[src/radio_pkg.sv]
/*
 * Shared definitions for the radio control core.
 * One fixed settings-bus address map; every client decodes against it.
 * Stream beats are 64 bits wide with tlast carried alongside.
 */
package radio_pkg;

   ////////////////////////////////////////////////////////////////////////////
   // Settings bus address map
   localparam logic [7:0] SR_TIME     = 8'd8;   // +0 time hi, +1 time lo, +2 commit
   localparam logic [7:0] SR_ATR      = 8'd12;  // +0 idle, +1 rx, +2 tx, +3 fdx
   localparam logic [7:0] SR_RUN      = 8'd16;  // Bit 0 run_rx, bit 1 run_tx
   localparam logic [7:0] SR_TEST     = 8'd21;
   localparam logic [7:0] SR_READBACK = 8'd32;

   ////////////////////////////////////////////////////////////////////////////
   // Packet formats
   typedef enum logic [1:0] {
      PKT_CMD  = 2'd0,
      PKT_RESP = 2'd1,
      PKT_ERR  = 2'd2
   } pkt_type_e;

   // Header beat, echoed back in the response
   typedef struct packed {
      pkt_type_e   pkt_type;
      logic [11:0] seqnum;
      logic [31:0] sid;
      logic [17:0] reserved;
   } ctrl_hdr_t;

   // Payload beat of a command
   typedef struct packed {
      logic [23:0] reserved;
      logic [7:0]  addr;
      logic [31:0] data;
   } set_word_t;

   typedef struct packed {
      logic        stb;   // One cycle per write
      logic [7:0]  addr;
      logic [31:0] data;
   } set_bus_t;

   typedef struct packed {
      logic        tlast;
      logic [63:0] tdata;
   } stream_t;

   // Readback source select
   typedef enum logic [1:0] {
      RB_TEST    = 2'd0,
      RB_TIME    = 2'd1,
      RB_LASTPPS = 2'd2,
      RB_IO      = 2'd3
   } rb_sel_e;

endpackage
[src/radio_ctrl_top.sv]
/*
 * Radio control top level. Everything runs on radio_clk; no clock
 * crossing and no DSP chains here. The command processor drives the
 * settings bus to the timekeeper, settings and ATR blocks.
 */
`timescale 1ns/100ps

module radio_ctrl_top (
   input  logic               radio_clk,
   input  logic               i_arst_n,
   input  radio_pkg::stream_t i_ctrl,
   input  logic               i_ctrl_tvalid,
   output logic               o_ctrl_tready,
   output radio_pkg::stream_t o_resp,
   output logic               o_resp_tvalid,
   input  logic               i_resp_tready,
   input  logic               i_pps,
   input  logic [31:0]        i_rx,
   output logic [31:0]        o_fe_atr
);

   radio_pkg::set_bus_t set_bus;
   logic [63:0]         vita_time;
   logic [63:0]         vita_time_lastpps;
   logic [63:0]         rb_data;
   logic                run_rx;
   logic                run_tx;

   ////////////////////////////////////////////////////////////////////////////
   // Command processor
   radio_ctrl_proc radio_ctrl_proc (
      .radio_clk     (radio_clk),
      .i_arst_n      (i_arst_n),
      .i_ctrl        (i_ctrl),
      .i_ctrl_tvalid (i_ctrl_tvalid),
      .o_ctrl_tready (o_ctrl_tready),
      .o_resp        (o_resp),
      .o_resp_tvalid (o_resp_tvalid),
      .i_resp_tready (i_resp_tready),
      .i_rb_data     (rb_data),
      .o_set         (set_bus)
   );

   ////////////////////////////////////////////////////////////////////////////
   // Settings bus clients
   timekeeper timekeeper (
      .radio_clk           (radio_clk),
      .i_arst_n            (i_arst_n),
      .i_set               (set_bus),
      .i_pps               (i_pps),
      .o_vita_time         (vita_time),
      .o_vita_time_lastpps (vita_time_lastpps)
   );

   radio_settings radio_settings (
      .radio_clk           (radio_clk),
      .i_arst_n            (i_arst_n),
      .i_set               (set_bus),
      .i_vita_time         (vita_time),
      .i_vita_time_lastpps (vita_time_lastpps),
      .i_rx                (i_rx),
      .i_fe_atr            (o_fe_atr),   // Read back for RB_IO
      .o_run_rx            (run_rx),
      .o_run_tx            (run_tx),
      .o_rb_data           (rb_data)
   );

   fe_atr fe_atr (
      .radio_clk (radio_clk),
      .i_arst_n  (i_arst_n),
      .i_set     (set_bus),
      .i_run_rx  (run_rx),
      .i_run_tx  (run_tx),
      .o_fe_atr  (o_fe_atr)
   );

endmodule

[src/fe_atr.sv]
/*
 * Front-end ATR control. Four 32-bit registers at SR_ATR+0..3, picked
 * by the run state and registered onto the output every cycle.
 * Output is a plain driven bus, no tristate.
 */
`timescale 1ns/100ps

module fe_atr (
   input  logic                radio_clk,
   input  logic                i_arst_n,
   input  radio_pkg::set_bus_t i_set,
   input  logic                i_run_rx,
   input  logic                i_run_tx,
   output logic [31:0]         o_fe_atr
);

   logic [31:0] atr_q [4];     // idle, rx, tx, fdx
   logic [7:0]  atr_offset;
   logic        atr_hit;
   logic [1:0]  atr_sel;

   assign atr_offset = i_set.addr - radio_pkg::SR_ATR;
   assign atr_hit    = i_set.stb && (atr_offset < 8'd4);

   // Run state maps straight onto the register index
   assign atr_sel    = {i_run_tx, i_run_rx};

   always_ff @(posedge radio_clk or negedge i_arst_n) begin
      if (!i_arst_n) begin
         for (int i = 0; i < 4; i++) begin
            atr_q[i] <= '0;
         end
      end else if (atr_hit) begin
         atr_q[atr_offset[1:0]] <= i_set.data;
      end
   end

   ////////////////////////////////////////////////////////////////////////////
   // Output stage
   always_ff @(posedge radio_clk or negedge i_arst_n) begin
      if (!i_arst_n) begin
         o_fe_atr <= '0;
      end else begin
         o_fe_atr <= atr_q[atr_sel];     // One cycle behind register or run change
      end
   end

endmodule

[src/radio_settings.sv]
/*
 * Test, run and readback-select registers plus the readback mux.
 * rb data is combinational from current register state, so the
 * command processor sees a readback-select write in the same response.
 */
`timescale 1ns/100ps

module radio_settings (
   input  logic                radio_clk,
   input  logic                i_arst_n,
   input  radio_pkg::set_bus_t i_set,
   input  logic [63:0]         i_vita_time,
   input  logic [63:0]         i_vita_time_lastpps,
   input  logic [31:0]         i_rx,
   input  logic [31:0]         i_fe_atr,
   output logic                o_run_rx,
   output logic                o_run_tx,
   output logic [63:0]         o_rb_data
);

   logic [31:0]        test_q;
   logic [1:0]         run_q;
   radio_pkg::rb_sel_e rb_sel_q;

   ////////////////////////////////////////////////////////////////////////////
   // Settings registers
   always_ff @(posedge radio_clk or negedge i_arst_n) begin
      if (!i_arst_n) begin
         test_q   <= '0;
         run_q    <= '0;
         rb_sel_q <= radio_pkg::RB_TEST;
      end else if (i_set.stb) begin
         case (i_set.addr)
            radio_pkg::SR_TEST: begin
               test_q <= i_set.data;
            end
            radio_pkg::SR_RUN: begin
               run_q <= i_set.data[1:0];
            end
            radio_pkg::SR_READBACK: begin
               rb_sel_q <= radio_pkg::rb_sel_e'(i_set.data[1:0]);
            end
            default: begin
               // Other addresses belong to other clients
            end
         endcase
      end
   end

   assign o_run_rx = run_q[0];
   assign o_run_tx = run_q[1];

   ////////////////////////////////////////////////////////////////////////////
   // Readback mux
   always_comb begin
      case (rb_sel_q)
         radio_pkg::RB_TEST:    o_rb_data = {32'd0, test_q};
         radio_pkg::RB_TIME:    o_rb_data = i_vita_time;
         radio_pkg::RB_LASTPPS: o_rb_data = i_vita_time_lastpps;
         radio_pkg::RB_IO:      o_rb_data = {i_fe_atr, i_rx};   // FE out high, rx low
         default:               o_rb_data = 64'd0;
      endcase
   end

endmodule

[src/timekeeper.sv]
/*
 * Radio time counter. Staged hi/lo words load either on commit bit 0
 * or on the next PPS rising edge when commit bit 1 arms it.
 * PPS is async; two sync flops plus an edge flop add three cycles.
 */
`timescale 1ns/100ps

module timekeeper (
   input  logic                radio_clk,
   input  logic                i_arst_n,
   input  radio_pkg::set_bus_t i_set,
   input  logic                i_pps,
   output logic [63:0]         o_vita_time,
   output logic [63:0]         o_vita_time_lastpps
);

   logic [31:0] time_hi_q;
   logic [31:0] time_lo_q;
   logic        pps_armed_q;
   logic [2:0]  pps_q;        // [0] meta, [1] sync, [2] delayed
   logic        pps_edge;
   logic        commit;

   assign commit   = i_set.stb && (i_set.addr == radio_pkg::SR_TIME + 8'd2);
   assign pps_edge = pps_q[1] && !pps_q[2];

   always_ff @(posedge radio_clk or negedge i_arst_n) begin
      if (!i_arst_n) begin
         time_hi_q <= '0;
         time_lo_q <= '0;
      end else if (i_set.stb) begin
         if (i_set.addr == radio_pkg::SR_TIME) begin
            time_hi_q <= i_set.data;
         end
         if (i_set.addr == radio_pkg::SR_TIME + 8'd1) begin
            time_lo_q <= i_set.data;
         end
      end
   end

   always_ff @(posedge radio_clk or negedge i_arst_n) begin
      if (!i_arst_n) begin
         pps_q               <= '0;
         pps_armed_q         <= 1'b0;
         o_vita_time         <= '0;
         o_vita_time_lastpps <= '0;
      end else begin
         pps_q <= {pps_q[1:0], i_pps};

         if (commit && i_set.data[0]) begin
            o_vita_time <= {time_hi_q, time_lo_q};     // Immediate load
         end else if (pps_armed_q && pps_edge) begin
            o_vita_time <= {time_hi_q, time_lo_q};
         end else begin
            o_vita_time <= o_vita_time + 64'd1;
         end

         // A fresh commit re-arms even if an edge fires now
         if (commit && i_set.data[1]) begin
            pps_armed_q <= 1'b1;
         end else if (pps_edge) begin
            pps_armed_q <= 1'b0;
         end

         if (pps_edge) begin
            o_vita_time_lastpps <= o_vita_time;
         end
      end
   end

endmodule

[src/radio_ctrl_proc.sv]
/*
 * Command processor. Takes two-beat commands (header, settings word),
 * issues one settings write each and returns a two-beat response.
 * Only one command is in flight; intake stalls until the response is out.
 * Framing errors drain to tlast and answer PKT_ERR with a zero data beat.
 */
`timescale 1ns/100ps

module radio_ctrl_proc (
   input  logic                radio_clk,
   input  logic                i_arst_n,
   input  radio_pkg::stream_t  i_ctrl,
   input  logic                i_ctrl_tvalid,
   output logic                o_ctrl_tready,
   output radio_pkg::stream_t  o_resp,
   output logic                o_resp_tvalid,
   input  logic                i_resp_tready,
   input  logic [63:0]         i_rb_data,
   output radio_pkg::set_bus_t o_set
);

   typedef enum logic [2:0] {
      ST_HDR,
      ST_PAYLOAD,
      ST_DRAIN,
      ST_STROBE,
      ST_CAPTURE,
      ST_RESP_HDR,
      ST_RESP_DATA
   } state_e;

   state_e               state_q;
   logic                 err_q;       // Framing error on current packet
   logic                 set_stb_q;
   radio_pkg::set_word_t set_word_q;
   radio_pkg::ctrl_hdr_t hdr_q;
   logic [63:0]          rb_q;
   radio_pkg::ctrl_hdr_t resp_hdr;
   logic                 ctrl_xfer;
   logic                 resp_xfer;

   assign o_ctrl_tready = (state_q == ST_HDR) || (state_q == ST_PAYLOAD) ||
                          (state_q == ST_DRAIN);
   assign ctrl_xfer     = i_ctrl_tvalid && o_ctrl_tready;

   // Header beat goes out from the capture cycle onwards
   assign o_resp_tvalid = (state_q == ST_CAPTURE) || (state_q == ST_RESP_HDR) ||
                          (state_q == ST_RESP_DATA);
   assign resp_xfer     = o_resp_tvalid && i_resp_tready;

   ////////////////////////////////////////////////////////////////////////////
   // Control FSM
   always_ff @(posedge radio_clk or negedge i_arst_n) begin
      if (!i_arst_n) begin
         state_q   <= ST_HDR;
         err_q     <= 1'b0;
         set_stb_q <= 1'b0;
      end else begin
         set_stb_q <= 1'b0;
         case (state_q)
            ST_HDR: begin
               if (ctrl_xfer) begin
                  err_q   <= i_ctrl.tlast;                      // One-beat packet
                  state_q <= i_ctrl.tlast ? ST_STROBE : ST_PAYLOAD;
               end
            end
            ST_PAYLOAD: begin
               if (ctrl_xfer) begin
                  if (i_ctrl.tlast) begin
                     set_stb_q <= 1'b1;
                     state_q   <= ST_STROBE;
                  end else begin
                     err_q   <= 1'b1;                           // Too long, drain rest
                     state_q <= ST_DRAIN;
                  end
               end
            end
            ST_DRAIN: begin
               if (ctrl_xfer && i_ctrl.tlast) begin
                  state_q <= ST_STROBE;
               end
            end
            ST_STROBE: state_q <= ST_CAPTURE;                   // Write lands here
            ST_CAPTURE: begin
               state_q <= resp_xfer ? ST_RESP_DATA : ST_RESP_HDR;
            end
            ST_RESP_HDR: begin
               if (resp_xfer) begin
                  state_q <= ST_RESP_DATA;
               end
            end
            ST_RESP_DATA: begin
               if (resp_xfer) begin
                  state_q <= ST_HDR;
               end
            end
            default: state_q <= ST_HDR;
         endcase
      end
   end

   ////////////////////////////////////////////////////////////////////////////
   // Payload registers
   always_ff @(posedge radio_clk) begin
      if (state_q == ST_HDR && ctrl_xfer) begin
         hdr_q <= radio_pkg::ctrl_hdr_t'(i_ctrl.tdata);
      end
      if (state_q == ST_PAYLOAD && ctrl_xfer) begin
         set_word_q <= radio_pkg::set_word_t'(i_ctrl.tdata);
      end
      // Readback sampled once, after the write has settled
      if (state_q == ST_CAPTURE) begin
         rb_q <= err_q ? 64'd0 : i_rb_data;
      end
   end

   always_comb begin
      resp_hdr          = hdr_q;
      resp_hdr.pkt_type = err_q ? radio_pkg::PKT_ERR : radio_pkg::PKT_RESP;
      resp_hdr.reserved = '0;
   end

   assign o_resp = (state_q == ST_RESP_DATA) ?
                   radio_pkg::stream_t'{tlast: 1'b1, tdata: rb_q} :
                   radio_pkg::stream_t'{tlast: 1'b0, tdata: resp_hdr};

   assign o_set  = '{stb: set_stb_q, addr: set_word_q.addr, data: set_word_q.data};

endmodule

[config.mk]
export PLATFORM = sky130hd
export DESIGN_NAME = radio_ctrl_top
export DESIGN_NICKNAME = d
export VERILOG_FILES = /design/src/radio_pkg.sv /design/src/radio_ctrl_top.sv /design/src/fe_atr.sv /design/src/radio_settings.sv /design/src/timekeeper.sv /design/src/radio_ctrl_proc.sv
export SDC_FILE = /design/constraint.sdc
export NUM_CORES = 1
export LEC_CHECK = 0
export BUFFER_PORTS_ARGS = -buffer_cell sky130_fd_sc_hd__buf_2
export CAP_MARGIN = 20
export CELL_PAD_IN_SITES_DETAIL_PLACEMENT = 0
export CELL_PAD_IN_SITES_GLOBAL_PLACEMENT = 1
export CORE_ASPECT_RATIO = 0.8
export CORE_MARGIN = 4
export CORE_UTILIZATION = 30
export CTS_CLUSTER_DIAMETER = 80
export DETAILED_ROUTE_END_ITERATION = 8
export GPL_TIMING_DRIVEN = 1
export PLACE_DENSITY = 0.64
export SLEW_MARGIN = 40
export SYNTH_ARGS = -nofsm -noshare
export SYNTH_HDL_FRONTEND = slang
export SYNTH_SLANG_ARGS = --single-unit
[constraint.sdc]
create_clock -name radio_clk -period 14.3 [get_ports radio_clk]
set_clock_uncertainty 0.1 [all_clocks]
set_input_delay 2.86 -clock radio_clk [delete_from_list [all_inputs] [get_ports radio_clk]]
set_output_delay 2.86 -clock radio_clk [all_outputs]
set_load 0.02 [all_outputs]
==> impl_results.html, run 1 <==
<table>
<tr><th>Metric</th><th>Value</th></tr>
<tr><th colspan="2">Synth</th></tr>
<tr><td>Dominant register cell in the synthesized netlist</td><td>dfrtp_1</td></tr>
<tr><td>Fraction of registers with async set or reset after synthesis</td><td>72.84%</td></tr>
<tr><td>Synth unique cells</td><td>52</td></tr>
<tr><td>Syn Inst Count</td><td>1669</td></tr>
<tr><td>Synth Area per Inst</td><td>13.98 um^2</td></tr>
<tr><td>Number of enable-type register cells in the synthesized netlist</td><td>148</td></tr>
<tr><td>Sequential fraction of the synthesis area</td><td>61.63%</td></tr>
<tr><td>Net Count, Synth</td><td>1772</td></tr>
<tr><td>Total number of yosys warnings</td><td>0</td></tr>
<tr><td>Number of synthesized register bits</td><td>545</td></tr>
<tr><td>Mapped cell area</td><td>23330 um^2</td></tr>
<tr><th colspan="2">Detailed routing</th></tr>
<tr><td>Detailed Route WL</td><td>66190 um</td></tr>
<tr><td>Overall via count from detail_route</td><td>14.53k</td></tr>
<tr><td>Routed length per instance</td><td>22.56 um</td></tr>
<tr><td>Remaining antenna violation count after routing</td><td>0</td></tr>
<tr><td>DRT Pass-1 Iters</td><td>5</td></tr>
<tr><td>Iteration-0 DRC Markers</td><td>937</td></tr>
<tr><td>Vias per inst</td><td>4.954</td></tr>
<tr><td>Remaining routing DRC violations</td><td>0</td></tr>
<tr><th colspan="2">Final layout</th></tr>
<tr><td>Leading cell type in the layout, fill and taps excluded</td><td>dfrtp_1</td></tr>
<tr><td>Most frequent cells in the layout</td><td>dfrtp_1 (393), mux2_2 (324), nand2_1 (209)</td></tr>
<tr><td>Area growth syn-to-layout</td><td>18.44%</td></tr>
<tr><td>Proportion of layout cells with a drive suffix above 1</td><td>38.95%</td></tr>
<tr><td>Final layout net count</td><td>1967</td></tr>
<tr><th colspan="2">Die</th></tr>
<tr><td>Total Die Area</td><td>82320 um^2</td></tr>
<tr><td>Standard-cell rows</td><td>91</td></tr>
<tr><td>DIE WIDTH</td><td>319.8 um</td></tr>
<tr><td>Floorplan Core Area</td><td>77080 um^2</td></tr>
<tr><td>Number of placed I/O pins</td><td>201</td></tr>
<tr><td>Height of the die</td><td>257.4 um</td></tr>
<tr><td>Effective utilization at floorplan</td><td>30.27%</td></tr>
<tr><th colspan="2">Critical path</th></tr>
<tr><td>Crit start category</td><td>register</td></tr>
<tr><td>Top fanout value on the critical path</td><td>47</td></tr>
<tr><td>Endpoint type of the worst setup path</td><td>output pin</td></tr>
<tr><td>Critical path class</td><td>reg -&gt; out</td></tr>
<tr><td>Required time worst endpoint</td><td>11.34 ns</td></tr>
<tr><td>Arrival time at the worst endpoint</td><td>2.55 ns</td></tr>
<tr><td>Reg-to-reg setup timing slack</td><td>10.97 ns</td></tr>
<tr><th colspan="2">Min path</th></tr>
<tr><td>Hold Crit Class</td><td>reg -&gt; reg</td></tr>
<tr><th colspan="2">Placement</th></tr>
<tr><td>Port-buffer cells</td><td>198</td></tr>
<tr><td>Detail Placement HPWL</td><td>42630 um</td></tr>
<tr><td>Last weighted congestion value of the routability-driven placer</td><td>0.7467</td></tr>
<tr><th colspan="2">STA</th></tr>
<tr><td>Maximum frequency from static timing analysis</td><td>181.4 MHz</td></tr>
<tr><td>Number of failing setup endpoints in the final timing report</td><td>0</td></tr>
<tr><td>Final hold violation count</td><td>0</td></tr>
<tr><td>Final Max Slew Viols</td><td>0</td></tr>
<tr><td>Tightest Pin Transition</td><td>0.8163 ns</td></tr>
<tr><td>Worst Hold Margin</td><td>0.2665 ns</td></tr>
<tr><td>Setup repair after global routing missed its margin</td><td>false</td></tr>
<tr><td>Total negative slack</td><td>0 ns</td></tr>
<tr><td>Share of the cycle needed by the critical path after routing</td><td>38.55%</td></tr>
<tr><td>Post-route minimum period</td><td>5.513 ns</td></tr>
<tr><td>Worst slew margin relative to its limit</td><td>45.58%</td></tr>
<tr><th colspan="2">GRT</th></tr>
<tr><td>Vias in the first global route</td><td>15.31k</td></tr>
<tr><td>Total overflow reported by the global router</td><td>0</td></tr>
<tr><td>Initial antenna violation count</td><td>3</td></tr>
<tr><td>All-layer global routing usage</td><td>16.06%</td></tr>
<tr><td>First-pass GRT wire length</td><td>100700 um</td></tr>
<tr><td>Largest net degree at the start of global routing</td><td>109</td></tr>
<tr><th colspan="2">CTS</th></tr>
<tr><td>Number of buffers inserted to repair setup after CTS</td><td>0</td></tr>
<tr><td># hold bufs at CTS</td><td>0</td></tr>
<tr><td>Clock tree from TritonCTS</td><td>yes</td></tr>
<tr><td>Number of instances resized during post-cts repair</td><td>0</td></tr>
<tr><td>Clock latency of the later-clocked register in the worst-skew pair</td><td>0.62 ns</td></tr>
<tr><td>Clock sink count</td><td>545</td></tr>
<tr><td>Root Buffer Master</td><td>clkbuf_16</td></tr>
<tr><td>Clock tree buffer depth</td><td>3</td></tr>
<tr><td>Clk slew on worst S/H paths</td><td>0.06 ns</td></tr>
<tr><td>CTS buffer count</td><td>59</td></tr>
<tr><td>Number of H-tree levels</td><td>2</td></tr>
<tr><th colspan="2">Power</th></tr>
<tr><td>Leakage power of the design</td><td>12.20 nW</td></tr>
<tr><td>Power density over the cells</td><td>139.8 nW/um^2</td></tr>
<tr><td>VDD IR-drop max</td><td>0.09025 mV</td></tr>
<tr><th colspan="2">Status</th></tr>
<tr><td>Run status</td><td>complete, no violations</td></tr>
<tr><th colspan="2">Flow run</th></tr>
<tr><td>Maximum Capacitance Violations</td><td>0</td></tr>
</table>
[cells in the mapped netlist, drive strengths merged, types with 10 or more instances]
library cell	count	area (um^2)
nand2	209	784.5
nor2b	36	225.2
nand3	32	160.2
mux4	64	1445
nor3	14	70.07
mux2	324	3649
and2	22	138.9
a22oi	32	240.2
xnor2	34	297.8
buf	32	147.6
a31oi	14	87.58
nor4	18	112.6
edfxtp	148	4444
dfrtp	397	9935
or4	11	82.58
and4	10	88.84
o21ai	57	285.3
nand4	16	106.4
nor2	56	210.2
clkbuf	71	286.5
xor2	15	131.4
[per-stage QoR]
step / power, mW / utilization (%) / std cells / cell area [um^2] / setup slack, ns
final: 3.862 / 35.85 / 2934 / 27630 / 8.787
after global routing: 4.040 / 35.85 / 2933 / 27630 / 8.615
after CTS: 3.924 / 35.76 / 2931 / 27570 / 8.723
after detailed placement: 2.345 / 33.19 / 2824 / 25590 / 9.034
after global placement: 2.329 / 33.04 / 2817 / 25470 / 8.716
after floorplan: 2.097 / - / 1669 / 23330 / 7.704
[where the power goes]
group          internal (mW)  switching, mW  total [mW]
Clock                  0.923          0.638        1.56
Sequential              1.73          0.110        1.84
Combinational          0.140          0.318       0.457
Total                   2.80           1.07        3.86
[state kept, by name, summed over array words and instances, names as in the netlist]
name                            count
radio_settings.test_q              32
radio_ctrl_proc.set_stb_q           1
timekeeper.time_lo_q               32
timekeeper.pps_armed_q              1
timekeeper.pps_q                    3
radio_ctrl_proc.o_set              40
fe_atr.o_fe_atr                    32
timekeeper.time_hi_q               32
timekeeper.o_vita_time_lastpps     64
radio_settings.rb_sel_q             2
radio_ctrl_proc.err_q               1
fe_atr.atr_q                      128
radio_ctrl_proc.rb_q               64
radio_ctrl_proc.hdr_q              44
radio_ctrl_proc.state_q             3
timekeeper.o_vita_time             64
radio_settings.run_q                2
[area by class of cell]
class                      instances  area (um^2)
clock buffer                      85         1759
fill                            7419        49450
antenna                            1        2.502
clock inverter                    22        221.5
tap                             1023         1280
sequential                       545        14390
inverter                           9        33.78
timing repair buffer             237         1391
multi-input combinational       1012         8557
[routing by layer]
metal  part of all wire [%]  track usage [%]  up-vias
met3                    5.1            2.902       76
li1                       -                -     6445
met4                    1.6            3.197        0
met5                      0                0        -
met1                     48            23.84     7648
met2                     45            24.69      365
[worst paths after layout]
check,endpoint,cells after the start,from
max,o_resp[24],5,radio_ctrl_proc.state_q[0]
min,timekeeper.pps_q[1],0,timekeeper.pps_q[0]
max reg2reg,fe_atr.atr_q[31],5,radio_ctrl_proc.o_set[38]
min reg2reg,timekeeper.pps_q[1],0,timekeeper.pps_q[0]
max in group asynchronous,fe_atr.atr_q[91],6,i_arst_n
min in group asynchronous,radio_settings.test_q[9],1,i_arst_n
[cells by family after synthesis]
| kind of cell | share of synthesized area (%) |
|---|---|
| buffers and inverters | 2.006 |
| AO/OA/AOI/OAI | 3.207 |
| XOR/XNOR | 1.839 |
| AND/OR/NAND/NOR | 9.433 |
| flip-flops | 61.63 |
| adder cells (fa/ha/maj) | 0.05362 |
| multiplexers | 21.83 |
[critical path, cell delays in order, from the launching register on]
cell and delay, ns:
dfrtp_1 0.62, nand3b_1 0.20, buf_4 0.56, nand2_1 0.19
nand2_1 0.15, buf_2 0.18
No activity file was read; power rests on OpenSTA's default activity.
==> inputs of run 2 (changes only) <==
--- a/config.mk
+++ b/config.mk
@@ -15,7 +15,7 @@
 export CTS_CLUSTER_DIAMETER = 80
 export DETAILED_ROUTE_END_ITERATION = 8
 export GPL_TIMING_DRIVEN = 1
-export PLACE_DENSITY = 0.64
+export PLACE_DENSITY = 0.66
 export SLEW_MARGIN = 40
 export SYNTH_ARGS = -nofsm -noshare
 export SYNTH_HDL_FRONTEND = slang
==> constraint.sdc (replaced) <==
create_clock -name radio_clk -period 4.6 [get_ports radio_clk]
set_clock_uncertainty 0.1 [all_clocks]
set_input_delay 0.92 -clock radio_clk [delete_from_list [all_inputs] [get_ports radio_clk]]
set_output_delay 0.92 -clock radio_clk [all_outputs]
set_load 0.02 [all_outputs]
==> run 2 against run 1 <==
Compared with the run above:
- via count shrank 0.24%
- combinational power rose to 3.1 times the previous value
- sequential power rose to 3.1 times the previous value
- setup slack worse by 7.9 ns
==> impl_results.html, run 2 (synthesis gave the netlist of run 1 again) <==
<table>
<tr><th>Metric</th><th>Value</th></tr>
<tr><th colspan="2">Critical path</th></tr>
<tr><td>Reg-to-reg setup timing slack</td><td>1.40 ns</td></tr>
<tr><td>Crit start category</td><td>register</td></tr>
<tr><td>Top fanout value on the critical path</td><td>28</td></tr>
<tr><td>Endpoint type of the worst setup path</td><td>output pin</td></tr>
<tr><td>Arrival time at the worst endpoint</td><td>2.66 ns</td></tr>
<tr><td>Critical path class</td><td>reg -&gt; out</td></tr>
<tr><td>Required time worst endpoint</td><td>3.58 ns</td></tr>
<tr><th colspan="2">Detailed routing</th></tr>
<tr><td>Overall via count from detail_route</td><td>14.50k</td></tr>
<tr><td>DRT Pass-1 Iters</td><td>4</td></tr>
<tr><td>Iteration-0 DRC Markers</td><td>1023</td></tr>
<tr><td>Remaining antenna violation count after routing</td><td>0</td></tr>
<tr><td>Vias per inst</td><td>4.935</td></tr>
<tr><td>Routed length per instance</td><td>22.25 um</td></tr>
<tr><td>Detailed Route WL</td><td>65360 um</td></tr>
<tr><td>Remaining routing DRC violations</td><td>0</td></tr>
<tr><th colspan="2">GRT</th></tr>
<tr><td>Largest net degree at the start of global routing</td><td>101</td></tr>
<tr><td>First-pass GRT wire length</td><td>98740 um</td></tr>
<tr><td>Vias in the first global route</td><td>15.23k</td></tr>
<tr><td>All-layer global routing usage</td><td>15.72%</td></tr>
<tr><td>Total overflow reported by the global router</td><td>0</td></tr>
<tr><td>Initial antenna violation count</td><td>4</td></tr>
<tr><th colspan="2">CTS</th></tr>
<tr><td>Root Buffer Master</td><td>clkbuf_16</td></tr>
<tr><td>CTS buffer count</td><td>60</td></tr>
<tr><td>Number of buffers inserted to repair setup after CTS</td><td>0</td></tr>
<tr><td># hold bufs at CTS</td><td>0</td></tr>
<tr><td>Clock latency of the later-clocked register in the worst-skew pair</td><td>0.61 ns</td></tr>
<tr><td>Number of H-tree levels</td><td>2</td></tr>
<tr><td>Clock tree from TritonCTS</td><td>yes</td></tr>
<tr><td>Clk slew on worst S/H paths</td><td>0.06 ns</td></tr>
<tr><td>Clock tree buffer depth</td><td>3</td></tr>
<tr><td>Number of instances resized during post-cts repair</td><td>0</td></tr>
<tr><td>Clock sink count</td><td>545</td></tr>
<tr><th colspan="2">STA</th></tr>
<tr><td>Number of failing setup endpoints in the final timing report</td><td>0</td></tr>
<tr><td>Setup repair after global routing missed its margin</td><td>false</td></tr>
<tr><td>Final hold violation count</td><td>0</td></tr>
<tr><td>Tightest Pin Transition</td><td>0.7899 ns</td></tr>
<tr><td>Post-route minimum period</td><td>3.683 ns</td></tr>
<tr><td>Final Max Slew Viols</td><td>0</td></tr>
<tr><td>Worst slew margin relative to its limit</td><td>47.28%</td></tr>
<tr><td>Total negative slack</td><td>0 ns</td></tr>
<tr><td>Share of the cycle needed by the critical path after routing</td><td>80.06%</td></tr>
<tr><td>Maximum frequency from static timing analysis</td><td>271.5 MHz</td></tr>
<tr><th colspan="2">Power</th></tr>
<tr><td>Sequential group share of total power</td><td>47.8%</td></tr>
<tr><td>Clk network pwr share</td><td>40.4%</td></tr>
<tr><td>Power density over the cells</td><td>433.6 nW/um^2</td></tr>
<tr><td>VDD IR-drop max</td><td>0.2518 mV</td></tr>
<tr><td>Sw Pwr</td><td>3.349 mW</td></tr>
<tr><td>Sw frac</td><td>27.94%</td></tr>
<tr><td>Share of total power in combinational logic</td><td>11.8%</td></tr>
<tr><td>Leakage power of the design</td><td>12.19 nW</td></tr>
<tr><td>Int Power</td><td>8.637 mW</td></tr>
<tr><th colspan="2">Final layout</th></tr>
<tr><td>Leading cell type in the layout, fill and taps excluded</td><td>dfrtp_1</td></tr>
<tr><td>Max FFs per register</td><td>128</td></tr>
<tr><td>Top register by number of flip-flops</td><td>fe_atr.atr_q</td></tr>
<tr><td>Core occupancy in the finished layout</td><td>35.86%</td></tr>
<tr><td>Proportion of layout cells with a drive suffix above 1</td><td>38.89%</td></tr>
<tr><td>Layout fillers</td><td>7387</td></tr>
<tr><td>Final layout net count</td><td>1966</td></tr>
<tr><td>Area of all placed cells without fillers</td><td>27640 um^2</td></tr>
<tr><td>Most frequent cells in the layout</td><td>dfrtp_1 (393), mux2_2 (324), nand2_1 (209)</td></tr>
<tr><td>Area growth syn-to-layout</td><td>18.48%</td></tr>
<tr><th colspan="2">Die</th></tr>
<tr><td>Number of placed I/O pins</td><td>201</td></tr>
<tr><td>Standard-cell rows</td><td>91</td></tr>
<tr><td>Floorplan Core Area</td><td>77080 um^2</td></tr>
<tr><td>Effective utilization at floorplan</td><td>30.27%</td></tr>
<tr><td>Total Die Area</td><td>82320 um^2</td></tr>
<tr><td>Height of the die</td><td>257.4 um</td></tr>
<tr><td>DIE WIDTH</td><td>319.8 um</td></tr>
<tr><th colspan="2">Placement</th></tr>
<tr><td>Area post-placement</td><td>25620 um^2</td></tr>
<tr><td>Detail Placement HPWL</td><td>43240 um</td></tr>
<tr><td>Port-buffer cells</td><td>198</td></tr>
<tr><td>Last weighted congestion value of the routability-driven placer</td><td>0.7587</td></tr>
<tr><th colspan="2">Status</th></tr>
<tr><td>Run status</td><td>complete, no violations</td></tr>
<tr><th colspan="2">Min path</th></tr>
<tr><td>Hold Crit Class</td><td>in -&gt; async</td></tr>
<tr><th colspan="2">Flow run</th></tr>
<tr><td>Maximum Capacitance Violations</td><td>0</td></tr>
</table>
run 2: per-layer routing:
metal	part of all wire (%)	wire length, um	GRT usage [%]
met4	1.6	1015	3.284
met2	46	29880	24.82
met3	5.0	3249	2.792
met1	48	31200	22.77
met5	0.018	12	0
run 2: final timing paths:
path / cells past startpoint / to / startpoint
max: 6 / o_resp[23] / radio_ctrl_proc.state_q[0]
min reg2reg: 0 / timekeeper.pps_q[1] / timekeeper.pps_q[0]
max in group asynchronous: 3 / radio_settings.run_q[0] / i_arst_n
min: 1 / timekeeper.o_vita_time_lastpps[7] / i_arst_n
min in group radio_clk: 0 / timekeeper.pps_q[1] / timekeeper.pps_q[0]
max reg2reg: 5 / fe_atr.atr_q[82] / radio_ctrl_proc.o_set[38]
run 2: stage by stage:
step / std cells / power [mW] / setup WS [ns] / hold WS, ns
finish: 2938 / 11.99 / 0.9173 / 0.09017
global route: 2936 / 12.53 / 0.7284 / 0.09041
CTS: 2935 / 12.16 / 0.8686 / 0.2631
detailed placement: 2823 / 7.279 / 1.450 / 0.2475
global placement: 2821 / 7.229 / 1.511 / 0.2418
floorplan: 1669 / 6.506 / 0.9063 / 0.2312
run 2: cell type report:
class	count	area, um^2	area share, %
diodes	2	5.005	0.01811
inverters	9	33.78	0.1222
clock inverters	27	247.7	0.8962
well taps	1023	1280	4.630
clock buffers	85	1743	6.305
multi-input cells	1012	8552	30.94
flip-flops and latches	545	14390	52.05
repair buffers	235	1393	5.038
run 2: critical path: stages, from the launching register on:
cell,delay [ns]
dfrtp_1,0.55
nand3b_1,0.27
inv_2,0.28
buf_4,0.44
nand2_1,0.09
nand2_1,0.17
buf_2,0.20
run 2: power by group through the flow:
| stage | registers [mW] | logic (mW) | clock network (mW) |
|---|---|---|---|
| after CTS | 5.73 | 1.46 | 4.97 |
| after detailed placement | 5.82 | 1.46 | 0 |
| after global placement | 5.80 | 1.42 | 0 |
| final | 5.72 | 1.41 | 4.85 |
| after floorplan | 5.62 | 0.884 | 0 |
| after global routing | 5.77 | 1.56 | 5.20 |
